<file path="src/rtl/pcs_rx_pkg.sv">
package pcs_rx_pkg;

	localparam int err_cnt_width = 16;

	typedef logic [9:0] code_group_t; // Bit 9 is a, bit 0 is j
	typedef logic [7:0] rx_byte_t; // HGF in 7..5, EDCBA in 4..0
	typedef logic [err_cnt_width-1:0] err_cnt_t;
	typedef logic [7:0] apb_addr_t;
	typedef logic [31:0] apb_data_t;

	typedef enum logic [2:0] {
		loss_of_sync,
		comma_1,
		comma_2,
		sync_acquired,
		sync_err // Counting bad words while in sync
	} sync_state_t;

	// Comma patterns at bits abcdeif
	localparam logic [6:0] comma_pos = 7'b0011111;
	localparam logic [6:0] comma_neg = 7'b1100000;
	localparam rx_byte_t k28_5 = 8'hBC;

	// D21.5, balanced in both sub-blocks
	localparam code_group_t idle_code = 10'b1010101010;

	localparam int commas_to_sync = 3;
	localparam int errs_to_loss = 4;

	localparam apb_addr_t addr_ctrl = 8'h00;
	localparam apb_addr_t addr_status = 8'h04;
	localparam apb_addr_t addr_code_err = 8'h08;
	localparam apb_addr_t addr_disp_err = 8'h0C;

endpackage

</file>
<file path="src/rtl/comma_align.sv">
`timescale 1ns/1ps

module comma_align import pcs_rx_pkg::*; (
	input logic clk,
	input logic nreset,
	input code_group_t raw,
	input logic align_en,
	output code_group_t aligned,
	output logic comma_seen,
	output logic [3:0] offset
);

	code_group_t prev;
	logic [19:0] window; // Earliest bit at 19
	logic found;
	logic [3:0] found_off;

	function automatic logic is_comma(input logic [6:0] bits);
		return (bits == comma_pos) || (bits == comma_neg);
	endfunction

	assign window = {prev, raw};

	// Search from the top so the lowest offset wins
	always_comb begin
		found = 1'b0;
		found_off = 4'd0;
		for (int i = 9; i >= 0; i--) begin
			if (is_comma(window[19-i -: 7])) begin
				found = 1'b1;
				found_off = 4'(i);
			end
		end
	end

	always_ff @(posedge clk) begin
		prev <= raw;
	end

	always_ff @(posedge clk) begin
		if (!nreset) begin
			offset <= 4'd0;
			aligned <= idle_code;
			comma_seen <= 1'b0;
		end else begin
			if (align_en && found)
				offset <= found_off; // Boundary only moves while hunting
			aligned <= window[19-offset -: 10];
			comma_seen <= is_comma(window[19-offset -: 7]);
		end
	end

endmodule

</file>
<file path="src/rtl/dec_8b10b.sv">
`timescale 1ns/1ps

module dec_8b10b import pcs_rx_pkg::*; (
	input logic clk,
	input logic nreset,
	input code_group_t code_in,
	output rx_byte_t data_out,
	output logic k_out,
	output logic code_error,
	output logic disp_error
);

	code_group_t latch;
	logic [5:0] c6; // abcdei
	logic [3:0] c4; // fghj
	logic [3:0] c4_dec;
	logic [4:0] d5;
	logic [2:0] d3;
	logic bad6;
	logic bad4;
	logic alt7;
	logic k28;
	logic kx7;
	logic a7_ok;
	logic [2:0] ones6;
	logic [2:0] ones4;
	logic rd; // 1 is positive running disparity
	logic rd_mid;
	logic rd_next;
	logic err6_rd;
	logic err4_rd;

	assign c6 = latch[9:4];
	assign c4 = latch[3:0];
	assign k28 = (c6 == 6'b001111) || (c6 == 6'b110000);
	// K28 from positive RD carries fghj inverted
	assign c4_dec = (c6 == 6'b110000) ? ~c4 : c4;

	always_comb begin
		d5 = 5'd0;
		bad6 = 1'b0;
		case (c6)
			6'b100111, 6'b011000: d5 = 5'd0;
			6'b011101, 6'b100010: d5 = 5'd1;
			6'b101101, 6'b010010: d5 = 5'd2;
			6'b110001: d5 = 5'd3;
			6'b110101, 6'b001010: d5 = 5'd4;
			6'b101001: d5 = 5'd5;
			6'b011001: d5 = 5'd6;
			6'b111000, 6'b000111: d5 = 5'd7;
			6'b111001, 6'b000110: d5 = 5'd8;
			6'b100101: d5 = 5'd9;
			6'b010101: d5 = 5'd10;
			6'b110100: d5 = 5'd11;
			6'b001101: d5 = 5'd12;
			6'b101100: d5 = 5'd13;
			6'b011100: d5 = 5'd14;
			6'b010111, 6'b101000: d5 = 5'd15;
			6'b011011, 6'b100100: d5 = 5'd16;
			6'b100011: d5 = 5'd17;
			6'b010011: d5 = 5'd18;
			6'b110010: d5 = 5'd19;
			6'b001011: d5 = 5'd20;
			6'b101010: d5 = 5'd21;
			6'b011010: d5 = 5'd22;
			6'b111010, 6'b000101: d5 = 5'd23;
			6'b110011, 6'b001100: d5 = 5'd24;
			6'b100110: d5 = 5'd25;
			6'b010110: d5 = 5'd26;
			6'b110110, 6'b001001: d5 = 5'd27;
			6'b001110, 6'b001111, 6'b110000: d5 = 5'd28;
			6'b101110, 6'b010001: d5 = 5'd29;
			6'b011110, 6'b100001: d5 = 5'd30;
			6'b101011, 6'b010100: d5 = 5'd31;
			default: bad6 = 1'b1;
		endcase
	end

	always_comb begin
		d3 = 3'd0;
		bad4 = 1'b0;
		alt7 = 1'b0;
		case (c4_dec)
			4'b1011, 4'b0100: d3 = 3'd0;
			4'b1001: d3 = 3'd1;
			4'b0101: d3 = 3'd2;
			4'b1100, 4'b0011: d3 = 3'd3;
			4'b1101, 4'b0010: d3 = 3'd4;
			4'b1010: d3 = 3'd5;
			4'b0110: d3 = 3'd6;
			4'b1110, 4'b0001: d3 = 3'd7;
			4'b0111, 4'b1000: begin
				d3 = 3'd7;
				alt7 = 1'b1; // A7 or K.x.7
			end
			default: bad4 = 1'b1;
		endcase
	end

	// Sub-blocks where the alternate x.7 is allowed
	assign kx7 = !k28 && (d5 inside {5'd23, 5'd27, 5'd29, 5'd30});
	assign a7_ok = d5 inside {5'd11, 5'd13, 5'd14, 5'd17, 5'd18, 5'd20};

	assign ones6 = 3'($countones(c6));
	assign ones4 = 3'($countones(c4));

	// Each sub-block checked against the disparity it starts from
	always_comb begin
		err6_rd = 1'b0;
		rd_mid = rd;
		if (ones6 > 3'd3) begin
			err6_rd = rd;
			rd_mid = 1'b1;
		end else if (ones6 < 3'd3) begin
			err6_rd = !rd;
			rd_mid = 1'b0;
		end else if (c6 == 6'b111000) begin
			err6_rd = rd;
			rd_mid = 1'b0;
		end else if (c6 == 6'b000111) begin
			err6_rd = !rd;
			rd_mid = 1'b1;
		end

		err4_rd = 1'b0;
		rd_next = rd_mid;
		if (ones4 > 3'd2) begin
			err4_rd = rd_mid;
			rd_next = 1'b1;
		end else if (ones4 < 3'd2) begin
			err4_rd = !rd_mid;
			rd_next = 1'b0;
		end else if (c4 == 4'b1100) begin
			err4_rd = rd_mid;
			rd_next = 1'b0;
		end else if (c4 == 4'b0011) begin
			err4_rd = !rd_mid;
			rd_next = 1'b1;
		end
	end

	always_ff @(posedge clk) begin
		if (!nreset) begin
			latch <= idle_code;
			rd <= 1'b0;
			data_out <= k28_5;
			k_out <= 1'b0;
			code_error <= 1'b0;
			disp_error <= 1'b0;
		end else begin
			latch <= code_in;
			rd <= rd_next;
			data_out <= {d3, d5};
			k_out <= k28 || (alt7 && kx7);
			code_error <= bad6 || bad4 || (alt7 && !k28 && !kx7 && !a7_ok);
			disp_error <= err6_rd || err4_rd;
		end
	end

endmodule

</file>
<file path="src/rtl/rx_sync_ctrl.sv">
`timescale 1ns/1ps

module rx_sync_ctrl import pcs_rx_pkg::*; (
	input logic clk,
	input logic nreset,
	input logic enable,
	input logic comma_seen,
	input logic k_out,
	input rx_byte_t data,
	input logic code_error,
	output logic align_en,
	output logic rx_sync,
	output logic rx_valid,
	output logic err_count_en
);

	sync_state_t state;
	sync_state_t state_next;
	logic [2:0] cnt; // Commas while acquiring, bad words while in sync
	logic [2:0] cnt_next;
	logic [1:0] comma_pipe; // Lines comma_seen up with decoder output
	logic good_comma;

	assign good_comma = comma_pipe[1] && k_out && (data == k28_5) && !code_error;

	always_comb begin
		state_next = state;
		cnt_next = cnt;
		case (state)
			loss_of_sync: begin
				cnt_next = 3'd1;
				if (good_comma)
					state_next = comma_1;
			end
			comma_1: begin
				cnt_next = 3'd2;
				state_next = good_comma ? comma_2 : loss_of_sync;
			end
			comma_2: begin
				cnt_next = cnt + 3'd1;
				if (!good_comma)
					state_next = loss_of_sync;
				else if (int'(cnt) + 1 == commas_to_sync)
					state_next = sync_acquired;
			end
			sync_acquired: begin
				cnt_next = 3'd1;
				if (code_error)
					state_next = sync_err;
			end
			sync_err: begin
				cnt_next = cnt + 3'd1;
				if (!code_error)
					state_next = sync_acquired;
				else if (int'(cnt) + 1 == errs_to_loss)
					state_next = loss_of_sync;
			end
			default: state_next = loss_of_sync;
		endcase
		if (!enable)
			state_next = loss_of_sync;
	end

	always_ff @(posedge clk) begin
		if (!nreset) begin
			state <= loss_of_sync;
			cnt <= 3'd0;
			comma_pipe <= 2'b00;
		end else begin
			state <= state_next;
			cnt <= cnt_next;
			comma_pipe <= {comma_pipe[0], comma_seen};
		end
	end

	assign align_en = (state == loss_of_sync);
	assign rx_sync = (state == sync_acquired) || (state == sync_err);
	assign rx_valid = rx_sync && !code_error;
	assign err_count_en = rx_sync; // Errors only count once in sync

endmodule

</file>
<file path="src/rtl/rx_apb_regs.sv">
`timescale 1ns/1ps

module rx_apb_regs import pcs_rx_pkg::*; (
	input logic clk,
	input logic nreset,
	input logic psel,
	input logic penable,
	input logic pwrite,
	input apb_addr_t paddr,
	input apb_data_t pwdata,
	output apb_data_t prdata,
	input logic sync,
	input logic [3:0] offset,
	input logic count_en,
	input logic code_error,
	input logic disp_error,
	output logic enable
);

	logic wr_en;
	logic rd_en;
	err_cnt_t code_cnt;
	err_cnt_t disp_cnt;

	// Clear wins over a same-cycle error, count sticks at all ones
	function automatic err_cnt_t cnt_update(input err_cnt_t cnt, input logic clr,
		input logic inc);
		if (clr)
			return '0;
		if (inc && (cnt != '1))
			return cnt + 1'b1;
		return cnt;
	endfunction

	assign wr_en = psel && penable && pwrite; // Access phase only
	assign rd_en = psel && penable && !pwrite;

	always_ff @(posedge clk) begin
		if (!nreset) begin
			enable <= 1'b1;
			code_cnt <= '0;
			disp_cnt <= '0;
		end else begin
			if (wr_en && (paddr == addr_ctrl))
				enable <= pwdata[0];
			code_cnt <= cnt_update(code_cnt, wr_en && (paddr == addr_code_err),
				count_en && code_error);
			disp_cnt <= cnt_update(disp_cnt, wr_en && (paddr == addr_disp_err),
				count_en && disp_error);
		end
	end

	always_comb begin
		prdata = '0;
		if (rd_en) begin
			case (paddr)
				addr_ctrl: prdata = apb_data_t'(enable);
				addr_status: prdata = {24'd0, offset, 3'd0, sync};
				addr_code_err: prdata = apb_data_t'(code_cnt);
				addr_disp_err: prdata = apb_data_t'(disp_cnt);
				default: prdata = '0;
			endcase
		end
	end

endmodule

</file>
<file path="src/rtl/pcs_rx_top.sv">
`timescale 1ns/1ps

module pcs_rx_top import pcs_rx_pkg::*; (
	input logic clk,
	input logic nreset,
	input code_group_t rx_data,
	output rx_byte_t rx_byte,
	output logic rx_k,
	output logic rx_valid,
	output logic rx_sync,
	input logic psel,
	input logic penable,
	input logic pwrite,
	input apb_addr_t paddr,
	input apb_data_t pwdata,
	output apb_data_t prdata
);

	code_group_t aligned;
	logic comma_seen;
	logic align_en;
	logic [3:0] offset;
	rx_byte_t code_group;
	logic k_out;
	logic code_error;
	logic disp_error;
	logic enable;
	logic err_count_en;

	assign rx_byte = code_group;
	assign rx_k = k_out;

	comma_align u_align (
		.clk(clk),
		.nreset(nreset),
		.raw(rx_data),
		.align_en(align_en),
		.aligned(aligned),
		.comma_seen(comma_seen),
		.offset(offset)
	);

	dec_8b10b u_dec (
		.clk(clk),
		.nreset(nreset),
		.code_in(aligned),
		.data_out(code_group),
		.k_out(k_out),
		.code_error(code_error),
		.disp_error(disp_error)
	);

	rx_sync_ctrl u_sync (
		.clk(clk),
		.nreset(nreset),
		.enable(enable),
		.comma_seen(comma_seen),
		.k_out(k_out),
		.data(code_group),
		.code_error(code_error),
		.align_en(align_en),
		.rx_sync(rx_sync),
		.rx_valid(rx_valid),
		.err_count_en(err_count_en)
	);

	rx_apb_regs u_regs (
		.clk(clk),
		.nreset(nreset),
		.psel(psel),
		.penable(penable),
		.pwrite(pwrite),
		.paddr(paddr),
		.pwdata(pwdata),
		.prdata(prdata),
		.sync(rx_sync),
		.offset(offset),
		.count_en(err_count_en),
		.code_error(code_error),
		.disp_error(disp_error),
		.enable(enable)
	);

endmodule

</file>
<file path="config.mk">
export PLATFORM = sky130hd
export DESIGN_NAME = pcs_rx_top
export DESIGN_NICKNAME = d
export VERILOG_FILES = /design/src/rtl/pcs_rx_pkg.sv /design/src/rtl/comma_align.sv /design/src/rtl/dec_8b10b.sv /design/src/rtl/rx_sync_ctrl.sv /design/src/rtl/rx_apb_regs.sv /design/src/rtl/pcs_rx_top.sv
export SDC_FILE = /design/constraint.sdc
export NUM_CORES = 1
export LEC_CHECK = 0
export BUFFER_PORTS_ARGS = -buffer_cell sky130_fd_sc_hd__buf_2
export CAP_MARGIN = 10
export CORE_ASPECT_RATIO = 0.6
export CORE_MARGIN = 2
export CORE_UTILIZATION = 55
export CTS_CLUSTER_DIAMETER = 120
export CTS_CLUSTER_SIZE = 40
export DETAILED_ROUTE_END_ITERATION = 16
export PLACE_DENSITY = 0.75
export RECOVER_POWER = 25
export SETUP_SLACK_MARGIN = 0.3
export SLEW_MARGIN = 15
export SYNTH_ARGS = -nofsm -noshare
export SYNTH_HDL_FRONTEND = slang
export SYNTH_SLANG_ARGS = --single-unit
</file>
<file path="constraint.sdc">
create_clock -name clk -period 3.7 [get_ports clk]
set_clock_uncertainty 0.15 [all_clocks]
set_input_delay 0.74 -clock clk [delete_from_list [all_inputs] [get_ports clk]]
set_output_delay 0.74 -clock clk [all_outputs]
set_load 0.02 [all_outputs]
</file>
==> impl_metrics.json, run 1 <==
{
  "cts_max_level": 3,
  "cts_tree": "yes",
  "peakVddDrop_mv": 0.2645,
  "clock.fmax_ghz": 0.3253,
  "post-dp-hpwl_mm": 11.67,
  "setup_tns_ps": 0,
  "syn-mean-instance-area_um2": 8.186,
  "cts_buffers": 9,
  "yosys_warnings": 0,
  "crit_required_ps": 3770,
  "place_ws_ps": 676.4,
  "final_cells": 958,
  "dp.cells": 942,
  "ys.flop_type": "dfxtp_1",
  "place_congestion": 0.9387,
  "synthSimpleGateAreaFrac": 0.2596,
  "wl_met1_mm": 7.546,
  "initial_core_util": 0.5647,
  "endpoint_kind": "register",
  "cts_root_buf": "clkbuf_16",
  "synthAdderAreaFrac": 0.05708,
  "drtAntennaViolNets": 0,
  "ctsResizeCount": 0,
  "drt_iter0_drc": 528,
  "finalWorstSetupSlack_ps": 626.0,
  "final_layout_size_suffix_gt1_frac": 0.1291,
  "crit_type": "register to register",
  "viasPerCell": 6.215,
  "area_growth_pct": 6.744,
  "cts_max_path_buffers": 2,
  "synth_top_family_by_area": "simple AND/OR/NAND/NOR gates",
  "r2r-start": "u_dec.latch[9]",
  "diodes": 0,
  "slew-limit-headroom": 0.1078,
  "grt_max_degree": 36,
  "synth_mux_area_frac": 0.09206,
  "overflow": 0,
  "wl_met2_mm": 7.230,
  "rsz0062_at_grt": "false",
  "start_kind": "register",
  "post_cts_buffers": 0,
  "rows": 30,
  "min_period_ps": 3074,
  "first_pass_iters": 5,
  "synthArstFlopShare": 0,
  "r2r_slack_ps": 630,
  "syn_inst": 782,
  "worstHoldStart": "u_align.aligned[5]",
  "dieArea_um2": 12550,
  "startpoint": "u_dec.latch[9]",
  "synth_cell_types": 85,
  "syn-cell-area_um2": 6401,
  "wl_met3_mm": 1.043,
  "die_h_um": 87.57,
  "grt_usage": 0.2598,
  "grt_pass1_vias": 5376,
  "leakage_nw": 2.690,
  "ys_seq_area_frac": 0.2752,
  "endpoint": "u_dec.code_error",
  "p_per_area_nw_per_um2": 361.2,
  "chipWidth_um": 143.3,
  "fin_nets": 876,
  "tightest_slew_ps": 1338,
  "critPathArrivalTime_ps": 3140,
  "synth_compound_area_frac": 0.1863,
  "wl_mm": 16.09,
  "cts_sinks": 88,
  "clk_pin_slew_ps": 60,
  "crit_fanout": 17,
  "antenna_found_initial": 0,
  "r2r.worst_path.cells": 9,
  "fin_crit_sh": 0.8308,
  "drv_cap": 0,
  "wire_per_inst_um": 16.79,
  "final_area_um2": 6833,
  "drc": 0,
  "ioPinCount": 98,
  "status": "complete, no violations",
  "synth-seq-cells": 88,
  "setup_viol": 0,
  "routed.top_layer": "met4",
  "insertion_delay_ps": 340,
  "postCtsHoldBufs": 0,
  "synth-edff-count": 0,
  "placed_area_um2": 6545,
  "core_um2": 11340,
  "r2r-end": "u_dec.code_error",
  "io_buffers": 50,
  "grt_pass1_wl_mm": 26.27,
  "hp-class": "register to register",
  "drv_slew": 0,
  "hold_viol": 0,
  "yosys.area_share.xor_xnor": 0.04789,
  "vias": 5954
}
==> sequential cells by signal, indices dropped and copies added (netlist names) <==
name	count
u_align.prev	10
u_dec.latch	10
u_regs.disp_cnt	16
u_align.offset	4
u_regs.code_cnt	16
u_regs.enable	1
u_dec.rd	1
u_sync.comma_pipe	2
u_align.comma_seen	1
u_sync.state	3
u_sync.cnt	3
u_dec.disp_error	1
u_dec.data_out	8
u_dec.code_error	1
u_dec.k_out	1
u_align.aligned	10
==> worst max-delay path, stage by stage, from the launching register on <==
cell	delay, ps
dfxtp_1	360
ha_1	610
nand3_1	510
nand3_1	230
nor4_2	60
and4_1	230
nor4_1	390
a211oi_2	90
nor3_1	230
o41ai_2	90
==> layout by cell type (no fill, tap or decap), types with 16 or more instances in the layout <==
cell,netlist,final
a21oi_1,29,29
nand4_1,20,20
ha_1,26,26
a22oi_1,22,22
and3_1,16,16
inv_1,26,26
mux2i_1,18,18
nand2_1,72,72
buf_2,20,38
dfxtp_1,88,88
o21ai_0,31,31
conb_1,1,16
nand3_1,35,35
xor2_1,25,25
nor2_1,86,86
==> cell type report <==
class	count	area (µm²)
fill	1003	4503
inverter	30	112.6
timing repair buffer	56	276.5
sequential	88	1762
clock buffer	11	242.7
tap	160	200.2
multi-input combinational	608	4175
clock inverter	5	63.81
==> stage by stage <==
stage / hold WS (ps) / util / power (mW)
2_1_floorplan: 236.3 / - / 1.443
3_3_place_gp: 240.8 / 0.5774 / 1.505
3_5_place_dp: 242.8 / 0.5774 / 1.536
4_1_cts: 258.0 / 0.6044 / 2.471
5_1_grt: 279.6 / 0.6028 / 2.571
6_report: 256.4 / 0.6028 / 2.468
==> cells by family after synthesis <==
| group | after synthesis |
|---|---|
| fa+ha+maj | 28 |
| flops | 88 |
| other cells | 1 |
| simple gates | 320 |
| compound gates | 167 |
| buf+inv | 101 |
| xor+xnor | 35 |
| mux | 42 |
==> worst min path at each step <==
stage          cells after the start              to
2_1_floorplan                      1  u_dec.latch[1]
3_3_place_gp                       1  u_dec.latch[3]
3_5_place_dp                       1  u_dec.latch[5]
4_1_cts                            1  u_dec.latch[5]
5_1_grt                            1  u_dec.latch[7]
6_report                           1  u_dec.latch[5]
==> per-layer routing <==
metal | GRT usage | up-vias
li1 | - | 2822
met1 | 0.3777 | 2842
met2 | 0.3993 | 263
met3 | 0.04538 | 27
met4 | 0.07576 | 0
met5 | 0 | -
==> power breakdown <==
group / total, mW / switching, mW / internal [mW] / leakage (nW)
logic: 0.489 / 0.303 / 0.187 / 1.82
registers: 1.04 / 0.0465 / 0.992 / 0.720
clock network: 0.940 / 0.393 / 0.547 / 0.146
==> cells in the mapped netlist, types with 4 or more instances <==
cell type,n,share of area
a32oi_1,4,0.0055
nor3_1,14,0.011
o31ai_1,4,0.0047
and4_1,6,0.0082
buf_4,19,0.022
xor2_1,25,0.034
o21a_1,5,0.0059
o22ai_1,4,0.0039
mux2i_1,18,0.028
or3_1,4,0.0039
o21ai_1,5,0.0039
mux4_2,11,0.039
inv_1,26,0.015
o21ai_0,31,0.024
nand3_1,35,0.027
ha_1,26,0.051
a211oi_1,5,0.0059
nand3b_1,9,0.011
nand2_1,72,0.042
buf_2,20,0.016
nor4_1,5,0.0049
clkbuf_1,25,0.015
nand4_1,20,0.020
dfxtp_1,88,0.28
xnor2_1,10,0.014
a21oi_1,29,0.023
a22o_1,6,0.0082
buf_6,6,0.011
and3_1,16,0.016
a31oi_1,8,0.0078
a22oi_1,22,0.026
mux2_2,12,0.021
o211ai_1,9,0.011
nand2b_1,11,0.011
and2_1,11,0.011
nor2b_1,4,0.0039
nor2_1,86,0.050
Power figures use the tool's default switching activity.
==> run 2: changes to the inputs <==
--- a/config.mk
+++ b/config.mk
@@ -9,7 +9,7 @@
 export CAP_MARGIN = 10
 export CORE_ASPECT_RATIO = 0.6
 export CORE_MARGIN = 2
-export CORE_UTILIZATION = 55
+export CORE_UTILIZATION = 53
 export CTS_CLUSTER_DIAMETER = 120
 export CTS_CLUSTER_SIZE = 40
 export DETAILED_ROUTE_END_ITERATION = 16
==> constraint.sdc (replaced) <==
create_clock -name clk -period 2.67 [get_ports clk]
set_clock_uncertainty 0.15 [all_clocks]
set_input_delay 0.534 -clock clk [delete_from_list [all_inputs] [get_ports clk]]
set_output_delay 0.534 -clock clk [all_outputs]
set_load 0.02 [all_outputs]
==> run 2 against run 1 <==
Count of clock-buffer cells in the layout unchanged. Critical endpoint unchanged. Global-route usage barely moved. First-iteration DRC count rose by 19%. Critical path depth grew 2. Clock power increased by 27%. Via count is 5.5% higher. Combinational power is 80% higher.
==> impl_metrics.json, run 2 (synthesis gave the netlist of run 1 again) <==
{
  "drtAntennaViolNets": 0,
  "place_congestion": 0.9424,
  "fin_hold_ws_ps": 208.0,
  "p_per_area_nw_per_um2": 448.1,
  "seq_area_um2": 1813,
  "final_cell_mix": "71 x nand2_1, 70 x nor2_1, 69 x dfxtp_1",
  "cp_slowest_cell": "dfxtp_2",
  "drv_slew": 0,
  "multi_input_area_um2": 4603,
  "place_ws_ps": -79.34,
  "clk_pin_slew_ps": 60,
  "finalWorstSetupSlack_ps": 141.5,
  "first_pass_iters": 5,
  "postCtsHoldBufs": 0,
  "grt_pass1_wl_mm": 27.29,
  "cts_max_level": 3,
  "endpoint_kind": "register",
  "min_period_ps": 2528,
  "reg_top3": "u_regs.code_cnt (16), u_regs.disp_cnt (16)",
  "final.fill_count": 974,
  "hold_viol": 0,
  "crit_top_cell": "buf_4",
  "r2r.worst_path.cells": 11,
  "setup_viol": 0,
  "vias": 6282,
  "cts_buffers": 9,
  "antenna_found_initial": 0,
  "viasPerCell": 6.159,
  "endpoint": "u_dec.code_error",
  "cp_cell_sequence": "ha_1 > buf_4 > nand2_1 > o21ai_1 > a311oi_2 > buf_4 > and4_4 > buf_4 > or3_1 > a21oi_1 > o41ai_2",
  "peakVddDrop_mv": 0.3745,
  "fin_nets": 933,
  "leakage_nw": 3.023,
  "grt_usage": 0.2602,
  "r2r-start": "u_dec.latch[6]",
  "io_buffers": 50,
  "startpoint": "u_dec.latch[6]",
  "crit_required_ps": 2750,
  "r2r-end": "u_dec.code_error",
  "crit_buf_inv": 3,
  "grt_pass1_vias": 5483,
  "initial_core_util": 0.5376,
  "insertion_delay_ps": 350,
  "wl_mm": 18.12,
  "drc": 0,
  "cp.depth": 11,
  "start_kind": "register",
  "final_common_cell": "nand2_1",
  "die_h_um": 89.13,
  "fin_crit_sh": 0.9470,
  "chipWidth_um": 145.9,
  "diodes": 0,
  "tightest_slew_ps": 877.5,
  "rows": 31,
  "r2r_slack_ps": 140,
  "final_core_util": 0.6552,
  "max_stage_delay_ps": 380,
  "area_growth_pct": 21.89,
  "clock.fmax_ghz": 0.3955,
  "rsz0062_at_grt": "true",
  "post-dp-hpwl_mm": 12.46,
  "cts_root_buf": "clkbuf_16",
  "dieArea_um2": 13000,
  "crit_fanout": 7,
  "core_um2": 11910,
  "grt_max_degree": 26,
  "cts_max_path_buffers": 2,
  "critPathTopFamily": "simple AND/OR/NAND/NOR gates",
  "drv_cap": 0,
  "ioPinCount": 98,
  "critPathArrivalTime_ps": 2610,
  "final_layout_size_suffix_gt1_frac": 0.2889,
  "drt_iter0_drc": 626,
  "overflow": 0,
  "cts_tree": "yes",
  "setup_tns_ps": 0,
  "crit_type": "register to register",
  "slew-limit-headroom": 0.4150,
  "cts_sinks": 88,
  "hp-class": "primary input to register",
  "finalPower_mw": 3.496,
  "status": "complete, no violations",
  "wire_per_inst_um": 17.76
}
run 2: cell types whose count changed in the layout (fill, tap and decap cells not counted), moves of 10 or more:
cell	change
buf_2	-13
dfxtp_4	+11
ha_1	-13
buf_4	+51
nor2_1	-16
dfxtp_1	-19
buf_6	+10
run 2: layout make-up:
cell class | instances | area share
multi-input cells | 610 | 0.5900
flip-flops and latches | 88 | 0.2324
repair buffers | 111 | 0.1009
clock buffers | 11 | 0.02983
well taps | 165 | 0.02646
inverters | 30 | 0.01539
clock inverters | 5 | 0.005131
run 2: per-stage QoR:
stage | cells | cell area, µm²
floorplan | 797 | 6520
global placement | 984 | 6887
detailed placement | 984 | 6887
CTS | 1004 | 7318
global route | 1020 | 7802
finish | 1020 | 7802
run 2: worst min path at each step:
stage	start	endpoint	slack (ps)	cells past startpoint
2_1_floorplan	u_align.aligned[5]	u_dec.latch[5]	240	1
3_3_place_gp	u_align.aligned[3]	u_dec.latch[3]	240	1
3_5_place_dp	u_align.aligned[7]	u_dec.latch[7]	240	1
4_1_cts	rx_data[3]	u_align.prev[3]	180	1
5_1_grt	rx_data[0]	u_align.prev[0]	220	1
6_report	rx_data[3]	u_align.prev[3]	210	1
run 2: report_power, final:
| group | total, mW | switching [mW] | internal [mW] |
|---|---|---|---|
| clock | 1.19 | 0.551 | 0.640 |
| combinational | 0.878 | 0.499 | 0.379 |
| sequential | 1.43 | 0.0560 | 1.37 |
run 2: worst reg2reg max path, stage by stage (launching register included):
cell,delay [ps]
dfxtp_2,380
ha_1,270
buf_4,180
nand2_1,80
o21ai_1,190
a311oi_2,70
buf_4,170
and4_4,200
buf_4,140
or3_1,330
a21oi_1,170
o41ai_2,90
run 2: metal layers:
metal | part of all wire | global-route usage | vias up
met3 | 0.091 | 0.05714 | 36
met4 | 0.017 | 0.08913 | 0
met2 | 0.45 | 0.3932 | 306
met5 | 0 | 0 | -
li1 | - | - | 2940
met1 | 0.45 | 0.3706 | 3000
run 2: what timing repair did:
item | CTS | global route
setup buffers | 4 | 13
cloned | 0 | 3
endpoints found under the hold margin | 0 | 0
setup endpoints to repair | 32 | 29
gates resized for setup | 47 | 99
pin swaps | 15 | 25
==> run 3: changes to the inputs <==
--- a/config.mk
+++ b/config.mk
@@ -7,11 +7,10 @@
 export LEC_CHECK = 0
 export BUFFER_PORTS_ARGS = -buffer_cell sky130_fd_sc_hd__buf_2
 export CAP_MARGIN = 10
-export CORE_ASPECT_RATIO = 0.6
+export CORE_ASPECT_RATIO = 0.75
 export CORE_MARGIN = 2
 export CORE_UTILIZATION = 53
 export CTS_CLUSTER_DIAMETER = 120
-export CTS_CLUSTER_SIZE = 40
 export DETAILED_ROUTE_END_ITERATION = 16
 export PLACE_DENSITY = 0.75
 export RECOVER_POWER = 25
@@ -19,4 +18,5 @@
 export SLEW_MARGIN = 15
 export SYNTH_ARGS = -nofsm -noshare
 export SYNTH_HDL_FRONTEND = slang
+export SYNTH_HIERARCHICAL = 1
 export SYNTH_SLANG_ARGS = --single-unit
==> run 3 against run 2 <==
The run now ends with setup timing left. Register-to-register slack worse by 350 ps. Count of clock-buffer cells in the layout decreased by 1. Clock power is 17% higher. Cell count rose by 16%. Largest cell class unchanged.
==> impl_metrics.json, run 3 <==
{
  "area_growth_pct": 32.15,
  "crit_buf_inv": 2,
  "hold_viol": 0,
  "finalWorstSetupSlack_ps": -209.9,
  "cts_tree": "yes",
  "yosysTopAreaCell": "dfxtp_1",
  "cts_sinks": 88,
  "final.fill_count": 923,
  "grt_pass1_wl_mm": 33.09,
  "rsz0062_at_grt": "true",
  "antenna_found_initial": 0,
  "core_um2": 12440,
  "reg_top3": "u_regs/code_cnt (16), u_regs/disp_cnt (16)",
  "cp_cell_sequence": "clkinv_8 > ha_4 > clkinv_4 > mux4_2 > a211o_1 > and3_4 > or3_1 > or4_4 > a21oi_2",
  "syn-cell-area_um2": 6829,
  "hp-class": "primary input to register",
  "fin_crit_sh": 1.079,
  "final_core_util": 0.7257,
  "ys.flop_type": "dfxtp_1",
  "crit_required_ps": 2800,
  "place_congestion": 0.9256,
  "syn-mean-instance-area_um2": 7.743,
  "wire_per_inst_um": 17.34,
  "post-dp-hpwl_mm": 14.32,
  "drv_slew": 0,
  "fin_nets": 1090,
  "max_stage_delay_ps": 510,
  "tightest_slew_ps": 790.2,
  "grt_usage": 0.2968,
  "insertion_delay_ps": 350,
  "multi_input_area_um2": 5062,
  "min_period_ps": 2880,
  "synth-edff-count": 0,
  "diodes": 0,
  "cts_max_path_buffers": 2,
  "yosysTopAreaCellShare": 0.2580,
  "slew-limit-headroom": 0.4683,
  "ys_seq_area_frac": 0.2580,
  "final_cells": 1184,
  "grt_max_degree": 23,
  "drc": 0,
  "setup_tns_ps": -341.7,
  "start_kind": "register",
  "initial_core_util": 0.5491,
  "final_cell_mix": "112 x buf_4, 76 x nand2_1, 75 x dfxtp_1",
  "violations": "setup timing",
  "seq_area_um2": 1795,
  "dp.cells": 1158,
  "io_buffers": 50,
  "drtAntennaViolNets": 0,
  "wl_met2_mm": 9.383,
  "final_layout_size_suffix_gt1_frac": 0.3261,
  "ys_top_cells_by_count": "88 x dfxtp_1, 82 x nor2_1, 78 x nand2_1, 56 x a21oi_1, 39 x inv_1",
  "wl_met3_mm": 1.635,
  "die_h_um": 102.3,
  "dieArea_um2": 13820,
  "wl_met1_mm": 9.141,
  "crit_type": "register to register",
  "routed.top_layer": "met4",
  "critPathTopFamily": "simple AND/OR/NAND/NOR gates",
  "status": "finished, violations left",
  "cts_root_buf": "clkbuf_16",
  "cts_buffers": 9,
  "r2r_slack_ps": -210,
  "rows": 35,
  "viasPerCell": 6.216,
  "chipWidth_um": 135.1,
  "clock.fmax_ghz": 0.3472,
  "syn_inst": 882,
  "final_common_cell": "buf_4",
  "first_pass_iters": 5,
  "p_per_area_nw_per_um2": 431.8,
  "wl_mm": 20.53,
  "ys_top_cells_by_area": "dfxtp_1 26%, nor2_1 4.5%, mux2i_1 4.4%",
  "grt_pass1_vias": 6626,
  "yosys_warnings": 6,
  "peakVddDrop_mv": 0.3446,
  "ioPinCount": 98,
  "clk_pin_slew_ps": 70,
  "cp_slowest_cell": "or4_4",
  "finalPower_mw": 3.897,
  "critPathArrivalTime_ps": 3010,
  "synthMostInstantiatedCell": "dfxtp_1",
  "drv_cap": 0,
  "cts_max_level": 3,
  "vias": 7360,
  "setup_viol": 7,
  "leakage_nw": 3.376,
  "drt_iter0_drc": 787,
  "overflow": 0,
  "crit_fanout": 4,
  "endpoint_kind": "register",
  "synth_cell_types": 87,
  "synthArstFlopShare": 0,
  "synth-seq-cells": 88
}
[run 3: final timing paths]
check	cells after the start	from	endpoint
min reg2reg	1	u_align/aligned[9]	u_dec/latch[9]
max reg2reg	9	u_align/offset[2]	u_align/comma_seen
min	1	rx_data[0]	u_align/prev[0]
max	9	u_align/offset[2]	u_align/comma_seen
[run 3: logic make-up after synthesis]
logic type                 share of synthesized area
buffers and inverters                        0.08208
and+or+nand+nor                               0.3027
muxes                                        0.08245
xor gates and xnor gates                    0.003848
AOI/OAI and AO/OA                             0.2257
DFF                                           0.2580
other                                      0.0005491
adders and majority gates                    0.04471
[run 3: area by class of cell]
cell class / count / area share
clock buffer: 10 / 0.02773
clock inverter: 6 / 0.009150
inverter: 42 / 0.02052
multi-input combinational: 689 / 0.5609
sequential: 88 / 0.1989
tap: 166 / 0.02301
timing repair buffer: 183 / 0.1597
[run 3: power breakdown]
| group | switching (mW) | total (mW) | internal (mW) |
|---|---|---|---|
| registers | 0.0603 | 1.44 | 1.38 |
| logic | 0.578 | 1.07 | 0.491 |
| clock network | 0.586 | 1.39 | 0.806 |
| total | 1.22 | 3.90 | 2.67 |
[run 3: timing repair]
action	4_1_cts	5_1_grt
cloned	2	0
resized for setup	86	27
pin swaps	17	5
setup buffers	6	2
hold buffers	0	0
endpoints found under the setup margin	32	32
[run 3: per-layer routing]
metal  vias to the layer above  GRT usage
li1                       3533          -
met1                      3461     0.4080
met2                       328     0.4811
met3                        38    0.05804
met4                         0    0.07933
met5                         -          0
[run 3: stage by stage]
stage | hold WS, ps | instance area (µm²) | worst slack [ps]
finish | 205.7 | 9025 | -209.9
global route | 216.6 | 9025 | -243.7
CTS | 172.6 | 8930 | -171.9
detailed placement | 242.8 | 8227 | -230.3
global placement | 237.4 | 8227 | -223.0
floorplan | 235.6 | 7306 | -224.1
